### src/logic/spike_rate_pkg.sv
`default_nettype none

package spike_rate_pkg;

    ////////////////////////////////////////////////////////////////////////////
    // widths that carry a meaning
    ////////////////////////////////////////////////////////////////////////////

    // spikes seen on one channel within one window
    typedef logic [23:0] count_t;

    // channel number as stored in a record
    typedef logic [7:0] chan_t;

    // fifo entry
    // channel in [31:24], count in [23:0]
    typedef logic [31:0] record_t;

    // one host wire or one pipe word
    typedef logic [15:0] host_word_t;

    // host parameter, built as {wire_hi, wire_lo}
    typedef logic [31:0] param_t;

    ////////////////////////////////////////////////////////////////////////////
    // trigger map and reset values
    ////////////////////////////////////////////////////////////////////////////

    // bit positions in the trigger word
    localparam int TRIG_WINDOW = 0;
    localparam int TRIG_ENABLE = 1;

    // window lasts len + 1 cycles, so 10 cycles out of reset
    localparam param_t WINDOW_RESET = param_t'(9);

    // all channels on by default
    localparam param_t ENABLE_RESET = '1;

endpackage

`default_nettype wire

### src/logic/count_fifo.sv
`default_nettype none
`timescale 1ns/1ns

module count_fifo #(
    parameter int FIFO_DEPTH = 16
) (
    input  wire                          i_clk,
    input  wire                          i_reset,
    input  wire                          i_wr,
    input  wire spike_rate_pkg::record_t i_wr_data,
    input  wire                          i_pop,
    output spike_rate_pkg::record_t      o_rd_data,
    output logic                         o_empty,
    output logic                         o_overflow
);

    // address width, pointers carry one extra wrap bit
    localparam int AW = $clog2(FIFO_DEPTH);

    spike_rate_pkg::record_t mem [FIFO_DEPTH];

    logic [AW:0] wr_ptr;
    logic [AW:0] rd_ptr;
    logic        full;
    logic        do_wr;
    logic        do_pop;

    ////////////////////////////////////////////////////////////////////////////
    // status
    ////////////////////////////////////////////////////////////////////////////

    // same address, different lap -> full
    assign full    = (wr_ptr[AW] != rd_ptr[AW]) &&
                     (wr_ptr[AW-1:0] == rd_ptr[AW-1:0]);
    assign o_empty = (wr_ptr == rd_ptr);

    // writes into a full buffer are lost
    assign do_wr  = i_wr && !full;
    assign do_pop = i_pop && !o_empty;

    // storage
    always_ff @(posedge i_clk)
    begin
        if (do_wr)
            mem[wr_ptr[AW-1:0]] <= i_wr_data;
    end

    // pointers
    always_ff @(posedge i_clk)
    begin
        if (i_reset)
        begin
            wr_ptr <= '0;
            rd_ptr <= '0;
        end
        else
        begin
            if (do_wr)
                wr_ptr <= wr_ptr + 1'b1;
            if (do_pop)
                rd_ptr <= rd_ptr + 1'b1;
        end
    end

    // sticky until reset
    always_ff @(posedge i_clk)
    begin
        if (i_reset)
            o_overflow <= 1'b0;
        else if (i_wr && full)
            o_overflow <= 1'b1;
    end

    // head of queue, shown without a read cycle
    assign o_rd_data = mem[rd_ptr[AW-1:0]];

endmodule

`default_nettype wire

### src/logic/pipe_readout.sv
`default_nettype none
`timescale 1ns/1ns

module pipe_readout (
    input  wire                          i_clk,
    input  wire                          i_reset,
    input  wire                          i_empty,
    input  wire spike_rate_pkg::record_t i_rd_data,
    input  wire                          i_pipe_read,
    output logic                         o_pop,
    output logic                         o_pipe_valid,
    output spike_rate_pkg::host_word_t   o_pipe_data
);

    localparam int HALF_W = $bits(spike_rate_pkg::host_word_t);

    typedef enum logic {LOW, HIGH} half_state_t;

    half_state_t half;

    // read strobe that actually counts
    logic take;

    ////////////////////////////////////////////////////////////////////////////
    // half select
    ////////////////////////////////////////////////////////////////////////////

    // data present whenever the fifo holds a record
    assign o_pipe_valid = !i_empty;

    // strobes with nothing to show are dropped
    assign take = i_pipe_read && o_pipe_valid;

    // low half first, then high half
    always_ff @(posedge i_clk)
    begin
        if (i_reset)
        begin
            half <= LOW;
        end
        else if (take)
        begin
            case (half)
                LOW:     half <= HIGH;
                HIGH:    half <= LOW;
                default: half <= LOW;
            endcase
        end
    end

    // record leaves the fifo once its high half is read
    assign o_pop = take && (half == HIGH);

    // word mux
    always_comb
    begin
        if (half == HIGH)
            o_pipe_data = i_rd_data[2*HALF_W-1:HALF_W];
        else
            o_pipe_data = i_rd_data[HALF_W-1:0];
    end

endmodule

`default_nettype wire

### src/logic/spike_counter.sv
`default_nettype none
`timescale 1ns/1ns

module spike_counter #(
    parameter int NUM_CH = 4
) (
    input  wire                        i_clk,
    input  wire                        i_reset,
    input  wire [NUM_CH-1:0]           i_spike,
    input  wire [NUM_CH-1:0]           i_enable,
    input  wire                        i_window_end,
    output logic                       o_rec_valid,
    output spike_rate_pkg::record_t    o_rec_data
);

    // index width into the snapshot
    localparam int CH_W = (NUM_CH > 1) ? $clog2(NUM_CH) : 1;

    typedef enum logic {COUNT, DUMP} dump_state_t;

    // two-flop synchronizer plus one stage for edge detect
    logic [NUM_CH-1:0] spike_meta;
    logic [NUM_CH-1:0] spike_sync;
    logic [NUM_CH-1:0] spike_prev;
    logic [NUM_CH-1:0] spike_rise;

    spike_rate_pkg::count_t counts [NUM_CH];
    spike_rate_pkg::count_t snap   [NUM_CH];

    dump_state_t            state;
    spike_rate_pkg::chan_t  dump_ch;

    ////////////////////////////////////////////////////////////////////////////
    // input sync and edge detect
    ////////////////////////////////////////////////////////////////////////////

    always_ff @(posedge i_clk)
    begin
        if (i_reset)
        begin
            spike_meta <= '0;
            spike_sync <= '0;
            spike_prev <= '0;
        end
        else
        begin
            spike_meta <= i_spike;
            spike_sync <= spike_meta;
            spike_prev <= spike_sync;
        end
    end

    // disabled channels do not count at all
    assign spike_rise = spike_sync & ~spike_prev & i_enable;

    // per-channel counters, saturating
    // at window end an edge in the same cycle starts the new window at 1
    always_ff @(posedge i_clk)
    begin
        if (i_reset)
        begin
            for (int i = 0; i < NUM_CH; i++)
                counts[i] <= '0;
        end
        else
        begin
            for (int i = 0; i < NUM_CH; i++)
            begin
                if (i_window_end)
                    counts[i] <= spike_rate_pkg::count_t'(spike_rise[i]);
                else if (spike_rise[i] && (counts[i] != '1))
                    counts[i] <= counts[i] + 1'b1;
            end
        end
    end

    // snapshot for the dump, masked again for channels turned off mid-window
    always_ff @(posedge i_clk)
    begin
        if (i_window_end)
        begin
            for (int i = 0; i < NUM_CH; i++)
                snap[i] <= i_enable[i] ? counts[i] : '0;
        end
    end

    ////////////////////////////////////////////////////////////////////////////
    // dump FSM, one record per cycle
    ////////////////////////////////////////////////////////////////////////////

    always_ff @(posedge i_clk)
    begin
        if (i_reset)
        begin
            state   <= COUNT;
            dump_ch <= '0;
        end
        else
        begin
            case (state)
                COUNT:
                begin
                    if (i_window_end)
                    begin
                        state   <= DUMP;
                        dump_ch <= '0;
                    end
                end
                DUMP:
                begin
                    // a window end here would restart the walk
                    if (i_window_end)
                        dump_ch <= '0;
                    else if (dump_ch == spike_rate_pkg::chan_t'(NUM_CH - 1))
                        state <= COUNT;
                    else
                        dump_ch <= dump_ch + 1'b1;
                end
                default:
                begin
                    state <= COUNT;
                end
            endcase
        end
    end

    assign o_rec_valid = (state == DUMP);
    assign o_rec_data  = {dump_ch, snap[dump_ch[CH_W-1:0]]};

endmodule

`default_nettype wire

### src/logic/spike_rate_top.sv
`default_nettype none
`timescale 1ns/1ns

module spike_rate_top #(
    parameter int NUM_CH     = 4,
    parameter int FIFO_DEPTH = 16
) (
    input  wire                             ep50trig,
    input  wire                             reset_global,
    input  wire [NUM_CH-1:0]                i_spike,
    input  wire spike_rate_pkg::host_word_t i_trig,
    input  wire spike_rate_pkg::host_word_t i_wire_hi,
    input  wire spike_rate_pkg::host_word_t i_wire_lo,
    input  wire                             i_pipe_read,
    output logic                            o_pipe_valid,
    output spike_rate_pkg::host_word_t      o_pipe_data,
    output logic                            o_overflow,
    output logic                            o_window_tick
);

    // host parameters
    spike_rate_pkg::param_t  window_len;
    logic [NUM_CH-1:0]       enable;

    // timer -> counter
    logic                    window_end;

    // counter -> fifo
    logic                    rec_valid;
    spike_rate_pkg::record_t rec_data;

    // fifo <-> readout
    spike_rate_pkg::record_t rd_data;
    logic                    empty;
    logic                    rd_pop;

    ////////////////////////////////////////////////////////////////////////////
    // host-loaded settings and window timing
    ////////////////////////////////////////////////////////////////////////////

    trig_param_bank #(.NUM_CH(NUM_CH)) u_param_bank (
        .i_clk        (ep50trig),
        .i_reset      (reset_global),
        .i_trig       (i_trig),
        .i_wire_hi    (i_wire_hi),
        .i_wire_lo    (i_wire_lo),
        .o_window_len (window_len),
        .o_enable     (enable)
    );

    window_timer u_window_timer (
        .i_clk        (ep50trig),
        .i_reset      (reset_global),
        .i_window_len (window_len),
        .o_window_end (window_end)
    );

    // window strobe brought out as a pin
    assign o_window_tick = window_end;

    ////////////////////////////////////////////////////////////////////////////
    // datapath, counter -> fifo -> host pipe
    ////////////////////////////////////////////////////////////////////////////

    spike_counter #(.NUM_CH(NUM_CH)) u_spike_counter (
        .i_clk        (ep50trig),
        .i_reset      (reset_global),
        .i_spike      (i_spike),
        .i_enable     (enable),
        .i_window_end (window_end),
        .o_rec_valid  (rec_valid),
        .o_rec_data   (rec_data)
    );

    count_fifo #(.FIFO_DEPTH(FIFO_DEPTH)) u_count_fifo (
        .i_clk      (ep50trig),
        .i_reset    (reset_global),
        .i_wr       (rec_valid),
        .i_wr_data  (rec_data),
        .i_pop      (rd_pop),
        .o_rd_data  (rd_data),
        .o_empty    (empty),
        .o_overflow (o_overflow)
    );

    pipe_readout u_pipe_readout (
        .i_clk        (ep50trig),
        .i_reset      (reset_global),
        .i_empty      (empty),
        .i_rd_data    (rd_data),
        .i_pipe_read  (i_pipe_read),
        .o_pop        (rd_pop),
        .o_pipe_valid (o_pipe_valid),
        .o_pipe_data  (o_pipe_data)
    );

endmodule

`default_nettype wire

### src/logic/trig_param_bank.sv
`default_nettype none
`timescale 1ns/1ns

module trig_param_bank #(
    parameter int NUM_CH = 4
) (
    input  wire                        i_clk,
    input  wire                        i_reset,
    input  wire spike_rate_pkg::host_word_t i_trig,
    input  wire spike_rate_pkg::host_word_t i_wire_hi,
    input  wire spike_rate_pkg::host_word_t i_wire_lo,
    output spike_rate_pkg::param_t     o_window_len,
    output logic [NUM_CH-1:0]          o_enable
);

    // value presented by the host on the two wires
    spike_rate_pkg::param_t load_word;

    // shortest window that still fits a full dump
    localparam spike_rate_pkg::param_t MIN_LEN = spike_rate_pkg::param_t'(NUM_CH);

    assign load_word = {i_wire_hi, i_wire_lo};

    ////////////////////////////////////////////////////////////////////////////
    // trigger-loaded registers
    ////////////////////////////////////////////////////////////////////////////

    // window length
    // a trigger pulse loads on the same edge, visible next cycle
    always_ff @(posedge i_clk)
    begin
        if (i_reset)
        begin
            o_window_len <= spike_rate_pkg::WINDOW_RESET;
        end
        else if (i_trig[spike_rate_pkg::TRIG_WINDOW])
        begin
            // clamp so the dump of NUM_CH records ends before next window end
            if (load_word < MIN_LEN)
                o_window_len <= MIN_LEN;
            else
                o_window_len <= load_word;
        end
    end

    // channel enable mask
    // only the low NUM_CH bits of the word matter
    always_ff @(posedge i_clk)
    begin
        if (i_reset)
        begin
            o_enable <= spike_rate_pkg::ENABLE_RESET[NUM_CH-1:0];
        end
        else if (i_trig[spike_rate_pkg::TRIG_ENABLE])
        begin
            o_enable <= load_word[NUM_CH-1:0];
        end
    end

endmodule

`default_nettype wire

### src/logic/window_timer.sv
`default_nettype none
`timescale 1ns/1ns

module window_timer (
    input  wire                         i_clk,
    input  wire                         i_reset,
    input  wire spike_rate_pkg::param_t i_window_len,
    output logic                        o_window_end
);

    // cycles left in the current window
    spike_rate_pkg::param_t remain;

    ////////////////////////////////////////////////////////////////////////////
    // down-counter
    ////////////////////////////////////////////////////////////////////////////

    // starts at the reset length, so the first end lands 10 cycles out
    // reload at zero, one window is len + 1 cycles
    // the length is sampled only at reload, so a new value
    // takes effect one window later
    always_ff @(posedge i_clk)
    begin
        if (i_reset)
        begin
            remain <= spike_rate_pkg::WINDOW_RESET;
        end
        else if (remain == '0)
        begin
            remain <= i_window_len;
        end
        else
        begin
            remain <= remain - 1'b1;
        end
    end

    // last cycle of the window
    // held high for exactly one cycle since reload is never zero
    assign o_window_end = (remain == '0);

endmodule

`default_nettype wire

### config.mk
export PLATFORM = sky130hd
export DESIGN_NAME = spike_rate_top
export DESIGN_NICKNAME = d
export VERILOG_FILES = /design/src/logic/spike_rate_pkg.sv /design/src/logic/count_fifo.sv /design/src/logic/pipe_readout.sv /design/src/logic/spike_counter.sv /design/src/logic/spike_rate_top.sv /design/src/logic/trig_param_bank.sv /design/src/logic/window_timer.sv
export SDC_FILE = /design/constraint.sdc
export NUM_CORES = 1
export LEC_CHECK = 0
export ABC_AREA = 1
export BUFFER_PORTS_ARGS = -buffer_cell sky130_fd_sc_hd__buf_2
export CAP_MARGIN = 5
export CORE_ASPECT_RATIO = 0.75
export CORE_MARGIN = 2
export CORE_UTILIZATION = 63
export DETAILED_ROUTE_END_ITERATION = 7
export PLACE_DENSITY = 0.8
export SLEW_MARGIN = 30
export SYNTH_ARGS = -nofsm -noshare
export SYNTH_HDL_FRONTEND = slang
export SYNTH_SLANG_ARGS = --single-unit
### constraint.sdc
create_clock -name ep50trig -period 9.6 [get_ports ep50trig]
set_input_delay 0.48 -clock ep50trig [delete_from_list [all_inputs] [get_ports ep50trig]]
set_output_delay 0.48 -clock ep50trig [all_outputs]
set_load 0.02 [all_outputs]
==> results.cfg, run 1 <==
[routing]
post_drt_via_cell_ratio = 5.88
via_count = 25376
remaining_drc_errors = 0
postRouteAntennaNets = 0
pre_antenna_drt_iters = 6
detailedRoute.firstIterationViolations = 3553
routed_wire_length_per_instance_um = 19.8
detail_route.wirelength_mm = 85.4

[power]
seqPwrFrac_pct = 52.6
power.net_switching_mw = 1.94
ir_worst_vdd_uv = 132
pwr-share-comb_pct = 9.2
power.density_cell_area_nw_per_um2 = 203
clkPwrFrac_pct = 38.2
swShare_pct = 24.5
p_int_mw = 5.95
p_leak_nw = 14.8

[final_layout]
num_antenna_cells = 0
finalNetCount = 3589
post_layout_instance_count_excluding_filler_cells = 4314
finish.utilization_pct = 69.9
drive_above_1_share_pct = 8.51
flow.area_growth_from_synthesis_pct = 10.0

[sta]
worst_slew_margin_rel_pct = 32.5
final_max_slew_viol_count = 0
hold_viol_final = 0
worstMarginPinSlew_ns = 1.01
worst_clock_skew_ns = 0.0301
timing.final.crit_period_ns = 5.16
period_share_pct = 53.8
fin_ws_ns = 4.44
totalNegativeSetupSlack_ns = 0
grt_setup_unrepaired = no
report.final.setup_viol = 0
fmaxAchievable_mhz = 194

[floorplanning]
core-area_um2 = 55600
floorplan.initialDensity_pct = 63.5
vert_die_dim_um = 209
top_level_ports = 74
die-width_um = 278
placementRows = 75
die-area_um2 = 58000

[grt]
first_global_vias = 23891
antenna_found_initial = 2
met2_usage_pct = 45.4
overflow = 0
global_route.usage.met1_pct = 42.9
grt.busiest_layer = met2
grt.total_usage_pct = 29.5
grt_start_max_net_pins = 103
met3_usage_pct = 5.68
wire_length_of_the_first_global_routing_pass_mm = 132

[cts]
postCtsSetupRepairBufs = 0
cts-hold-fix-buffers = 0
cts.sinks = 811
tritoncts_clock_tree = yes
ctsResizeCount = 0
clock_tree.root_cell = sky130_fd_sc_hd__clkbuf_16
cts.clk_slew.worst_paths_ns = 0.06
htree_num_levels = 3
tritoncts.num_buffers = 77
clock_insertion_delay_worst_skew_ns = 0.62
cts-root-to-sink-buffers = 3

[setup_path]
path_buf_inv = 4
setup.worst_path.start_class = register
most_frequent_cell_on_the_critical_path = sky130_fd_sc_hd__nand2_1
crit_path_end_kind = output port
critical_path_required_ns = 9.12
worstPathMaxFanout = 102
worst-setup-path-type = reg2out
worst_r2r_startpoint = u_window_timer.remain[0]
max_stage_delay_ns = 0.77
crit_chain = inv_6 -> buf_4 -> buf_6 -> nand2_1 -> nand3_1 -> nand3_1 -> nand2_1 -> nand2_1 -> nand2_1 -> nand2_1 -> nand2_1 -> buf_2
critical_path.top_delay_family = buffers and inverters
data_arrival_at_the_endpoint_of_the_critical_path_ns = 4.68
cpMaxStageDelayCell = sky130_fd_sc_hd__buf_4

[yosys]
synth.yosys.warnings = 0
yosysSeqAreaShare_pct = 65.9
synth.cell_area_um2 = 35300
postSynthCellCount = 3500
post_synth.cell_area_avg_um2 = 10.1
yosysUniqueCellTypes = 36
synthesis.nets = 3567
synth.ff_latch_count = 811

[placed_design]
dp_slack_ns = 5.25
portBuffers = 59
placed_cells = 4174
place.gp.congestion = 0.893
dp.final_hpwl_mm = 48.6

[hold_path]
timing.hold.worst.class = in2reg
hold_start = i_spike[0]

[outcome]
run_status = complete, no violations

[job]
count_of_max_cap_constraint_violations = 0
cells in the mapped netlist (all sizes together):
cell / number / area share, %
o21ai: 121 / 1.7
nor4: 2 / 0.035
and2: 1 / 0.018
nand2: 1064 / 11
nand3b: 13 / 0.28
clkbuf: 71 / 0.75
nor3: 22 / 0.31
o22ai: 24 / 0.42
inv: 218 / 2.3
a211oi: 3 / 0.064
o211ai: 6 / 0.13
nor3b: 5 / 0.11
a21oi: 80 / 1.1
ha: 12 / 0.42
xor2: 53 / 1.3
xnor2: 37 / 0.92
o21bai: 1 / 0.021
dfxtp: 107 / 6.1
or2: 4 / 0.071
nor2: 387 / 4.4
edfxtp: 704 / 60
a31o: 1 / 0.025
nand4: 27 / 0.48
nand3: 444 / 6.4
buf: 93 / 1.5
area by class of cell:
type	instances	area, um^2
timing repair buffer	107	667
clock inverter	40	394
multi-input combinational	2307	10700
clock buffer	100	2100
inverter	218	830
sequential	811	23300
fill	3948	16800
tap	731	915
cell families after synthesis:
family	synth area share, %
simple gates	23.4
compound gates	3.51
xor+xnor	2.23
fa+ha+maj	0.425
flops	65.9
buf+inv	4.53
power groups by stage:
stage	clock network, mW	registers [mW]	logic, mW
after CTS	3.04	4.15	0.711
after global placement	0	4.22	0.684
final	3.02	4.15	0.724
after detailed placement	0	4.22	0.704
after floorplan	0	4.19	0.495
after global routing	3.17	4.16	0.805
metrics by stage:
stage,total power [mW],area (um^2),hold slack (ns)
finish,7.89,38900,0.0683
global route,8.14,38900,0.0573
CTS,7.90,38900,0.0423
detailed placement,4.92,36400,0.397
global placement,4.90,36300,0.395
floorplan,4.68,35300,0.388
cell usage in the layout, fill, tap and decap left out, drive strengths merged:
cell type,n
clkinvlp,3
dfxtp,107
a31o,1
inv,221
nand2,1064
xor2,53
a211oi,3
nand4,27
nand3b,13
nor3,22
edfxtp,704
o21ai,121
clkinv,28
o211ai,6
nor2,387
ha,12
bufinv,6
nor4,2
or2,4
xnor2,37
buf,107
clkbuf,100
a21oi,80
nor3b,5
o22ai,24
o21bai,1
nand3,444
and2,1
per-layer routing:
layer / part of all wire (%) / vias up
met5: 0.019 / -
met4: 2.7 / 2
met3: 11 / 196
met2: 45 / 1436
met1: 41 / 11913
li1: - / 11829
state kept, by name, indices dropped and copies added, names as in the netlist, 4 cells and up, named ones only:
register / flops
u_count_fifo.rd_ptr: 5
u_param_bank.o_window_len: 32
u_spike_counter.snap: 96
u_window_timer.remain: 32
u_spike_counter.spike_sync: 4
u_param_bank.o_enable: 4
u_spike_counter.counts: 96
u_spike_counter.spike_prev: 4
u_count_fifo.wr_ptr: 5
u_count_fifo.mem: 512
u_spike_counter.dump_ch: 8
u_spike_counter.spike_meta: 4
final timing paths:
kind / end / slack [ns] / cells past startpoint
max: o_pipe_data[13] / 4.44 / 12
max reg2reg: u_spike_counter.counts[3][0] / 6.05 / 9
min: u_spike_counter.spike_meta[0] / 0.07 / 3
min reg2reg: u_spike_counter.spike_sync[3] / 0.41 / 2
worst register-to-register path, stage by stage (launching register included):
cell                      delay [ns]
sky130_fd_sc_hd__dfxtp_1        0.33
sky130_fd_sc_hd__inv_1          0.08
sky130_fd_sc_hd__ha_1           0.23
sky130_fd_sc_hd__nand2_1        0.07
sky130_fd_sc_hd__nor2_1         0.04
sky130_fd_sc_hd__nand2_1        0.10
sky130_fd_sc_hd__nor2_4         0.09
sky130_fd_sc_hd__nor2_4         0.76
sky130_fd_sc_hd__nand3_2        0.72
sky130_fd_sc_hd__nand2_2        0.73
Power figures use the tool's default switching activity.
==> run 2, diff against run 1 <==
--- a/config.mk
+++ b/config.mk
@@ -10,9 +10,9 @@
 export CAP_MARGIN = 5
 export CORE_ASPECT_RATIO = 0.75
 export CORE_MARGIN = 2
-export CORE_UTILIZATION = 63
+export CORE_UTILIZATION = 57
 export DETAILED_ROUTE_END_ITERATION = 7
-export PLACE_DENSITY = 0.8
+export PLACE_DENSITY = 0.76
 export SLEW_MARGIN = 30
 export SYNTH_ARGS = -nofsm -noshare
 export SYNTH_HDL_FRONTEND = slang
==> constraint.sdc (replaced) <==
create_clock -name ep50trig -period 4.59 [get_ports ep50trig]
set_input_delay 0.2295 -clock ep50trig [delete_from_list [all_inputs] [get_ports ep50trig]]
set_output_delay 0.2295 -clock ep50trig [all_outputs]
set_load 0.02 [all_outputs]
==> run 2 against run 1 <==
Net effect: via count fell by 0.45%; first-iteration DRC count fell by 8.2%; global-route usage fell by 2.6 points; sequential share of layout area fell by 1.1 points; worst setup slack got worse by 3.5 ns; wire length rose by 0.93%; critical path type unchanged; hold slack improved by 0.027 ns; critical endpoint is now o_pipe_data[9].
==> results.cfg, run 2 (synthesis gave the netlist of run 1 again) <==
[outcome]
run_status = complete, no violations

[grt]
antenna_found_initial = 1
wire_length_of_the_first_global_routing_pass_mm = 133
grt_start_max_net_pins = 127
overflow = 0
grt.total_usage_pct = 26.9
first_global_vias = 23380

[sta]
fmaxAchievable_mhz = 276
report.final.setup_viol = 0
hold_viol_final = 0
timing.final.crit_period_ns = 3.62
totalNegativeSetupSlack_ns = 0
worst_slew_margin_rel_pct = 29.1
final_max_slew_viol_count = 0
fin_ws_ns = 0.966
grt_setup_unrepaired = no
worstMarginPinSlew_ns = 1.06
worst_clock_skew_ns = 0.0197
period_share_pct = 78.9

[routing]
routed_wire_length_per_instance_um = 19.4
detailedRoute.firstIterationViolations = 3261
detail_route.wirelength_mm = 86.2
routed.top_layer = met4
remaining_drc_errors = 0
via_count = 25263
wl_met3_mm = 9.30
route.met2.wl_mm = 37.9
post_drt_via_cell_ratio = 5.68
postRouteAntennaNets = 0
pre_antenna_drt_iters = 5
met1_routed_length_mm = 36.8

[setup_path]
cpMaxStageDelayCell = sky130_fd_sc_hd__inv_6
ff2ff_path_depth = 8
setup.worst_path.start_class = register
critical_path_required_ns = 4.36
worst-setup-path-type = reg2out
crit_chain = inv_6 -> buf_4 -> nand2_1 -> nand3_1 -> nand3_1 -> a21oi_1 -> o21ai_0 -> nand2_1 -> buf_2
crit_path_end_kind = output port
max_stage_delay_ns = 0.68
critical_path_capture_point = o_pipe_data[9]
worstPathMaxFanout = 105
reg2reg_setup_slack_ns = 1.43
worst_r2r_startpoint = u_count_fifo.wr_ptr[3]
worst_r2r_endpoint = u_count_fifo.mem[14][24]
data_arrival_at_the_endpoint_of_the_critical_path_ns = 3.39

[final_layout]
flow.area_growth_from_synthesis_pct = 12.1
largest_reg_flops = 512
finalNetCount = 3641
post_layout_instance_count_excluding_filler_cells = 4447
finish.utilization_pct = 64.3
finish.instance_area_um2 = 39600
mostFrequentLayoutCell = sky130_fd_sc_hd__nand2_1
drive_above_1_share_pct = 8.58
final.fill_count = 4665
mostFrequentLayoutCells = 1050 x sky130_fd_sc_hd__nand2_1, 704 x sky130_fd_sc_hd__edfxtp_1, 438 x sky130_fd_sc_hd__nand3_1

[placed_design]
area_after_detailed_placement_um2 = 36700
place.gp.congestion = 0.907
dp.final_hpwl_mm = 51.7
portBuffers = 59
placed_cells = 4265
dp_slack_ns = 1.38

[job]
count_of_max_cap_constraint_violations = 0

[floorplanning]
top_level_ports = 74
core-area_um2 = 61700
floorplan.initialDensity_pct = 57.3
vert_die_dim_um = 220
die-width_um = 292
placementRows = 79
die-area_um2 = 64000

[cts]
cts-hold-fix-buffers = 39
ctsResizeCount = 0
htree_num_levels = 3
cts-root-to-sink-buffers = 3
cts.clk_slew.worst_paths_ns = 0.06
cts.sinks = 811
clock_insertion_delay_worst_skew_ns = 0.63
clock_tree.root_cell = sky130_fd_sc_hd__clkbuf_16
tritoncts.num_buffers = 78
tritoncts_clock_tree = yes
postCtsSetupRepairBufs = 0

[power]
ir_worst_vdd_uv = 262
power.density_cell_area_nw_per_um2 = 421
p_leak_nw = 15.1

[hold_path]
timing.hold.worst.class = in2reg
==> run 2: changes by cell type in the layout (fill, tap and decap cells not counted), moves of 2 or more <==
| cell | before | now |
|---|---|---|
| sky130_fd_sc_hd__buf_12 | 0 | 7 |
| sky130_fd_sc_hd__buf_16 | 0 | 3 |
| sky130_fd_sc_hd__buf_4 | 45 | 49 |
| sky130_fd_sc_hd__buf_6 | 3 | 0 |
| sky130_fd_sc_hd__bufinv_16 | 6 | 8 |
| sky130_fd_sc_hd__clkbuf_1 | 17 | 15 |
| sky130_fd_sc_hd__clkinv_1 | 12 | 16 |
| sky130_fd_sc_hd__clkinv_8 | 3 | 1 |
| sky130_fd_sc_hd__dfxtp_1 | 102 | 104 |
| sky130_fd_sc_hd__dfxtp_2 | 3 | 1 |
| sky130_fd_sc_hd__dlygate4sd3_1 | 0 | 39 |
| sky130_fd_sc_hd__o22ai_1 | 12 | 14 |
| sky130_fd_sc_hd__o22ai_2 | 10 | 8 |
==> run 2: per-layer routing <==
metal,up-vias,global-route usage [%]
met1,11896,39.8
met5,-,0
met4,0,8.56
met2,1272,40.2
met3,152,5.48
li1,11943,-
==> run 2: how the worst min path moves through the flow <==
stage,to,slack [ns],depth (start not counted),from
after floorplan,u_spike_counter.spike_meta[0],0.34,2,i_spike[0]
after global placement,u_spike_counter.spike_sync[1],0.39,2,u_spike_counter.spike_meta[1]
after detailed placement,u_spike_counter.spike_sync[1],0.40,2,u_spike_counter.spike_meta[1]
after CTS,u_param_bank.o_window_len[6],0.06,2,i_trig[0]
after global routing,u_param_bank.o_window_len[6],0.11,2,i_trig[0]
final,u_param_bank.o_window_len[6],0.1,2,i_trig[0]
==> run 2: worst max-delay path: cells and delay by family (launching register included) <==
family                 cells  cell delay, ns
buffers and inverters      3            1.39
AO/OA/AOI/OAI              2            0.36
flip-flops                 1            0.51
AND/OR/NAND/NOR            4            0.43
==> run 2: area by class of cell <==
type | instances | area (um^2) | share of cell area (%)
tap | 810 | 1010 | 2.56
clock buffer | 98 | 2100 | 5.30
clock inverter | 44 | 435 | 1.10
sequential | 811 | 23300 | 58.8
antenna | 1 | 2.50 | 0.00631
timing repair buffer | 158 | 1290 | 3.26
multi-input combinational | 2307 | 10700 | 26.9
inverter | 218 | 826 | 2.08
==> run 2: power by group <==
group	switching, mW	leakage (nW)	internal [mW]
logic	1.10	6.57	0.475
registers	0.242	7.24	8.44
clock network	2.73	1.24	3.70
==> run 2: metrics by stage <==
step | power, mW | hold WS (ns)
final | 16.7 | 0.0954
after global routing | 17.2 | 0.109
after CTS | 16.7 | 0.0596
after detailed placement | 10.3 | 0.396
after global placement | 10.3 | 0.394
after floorplan | 9.78 | 0.336
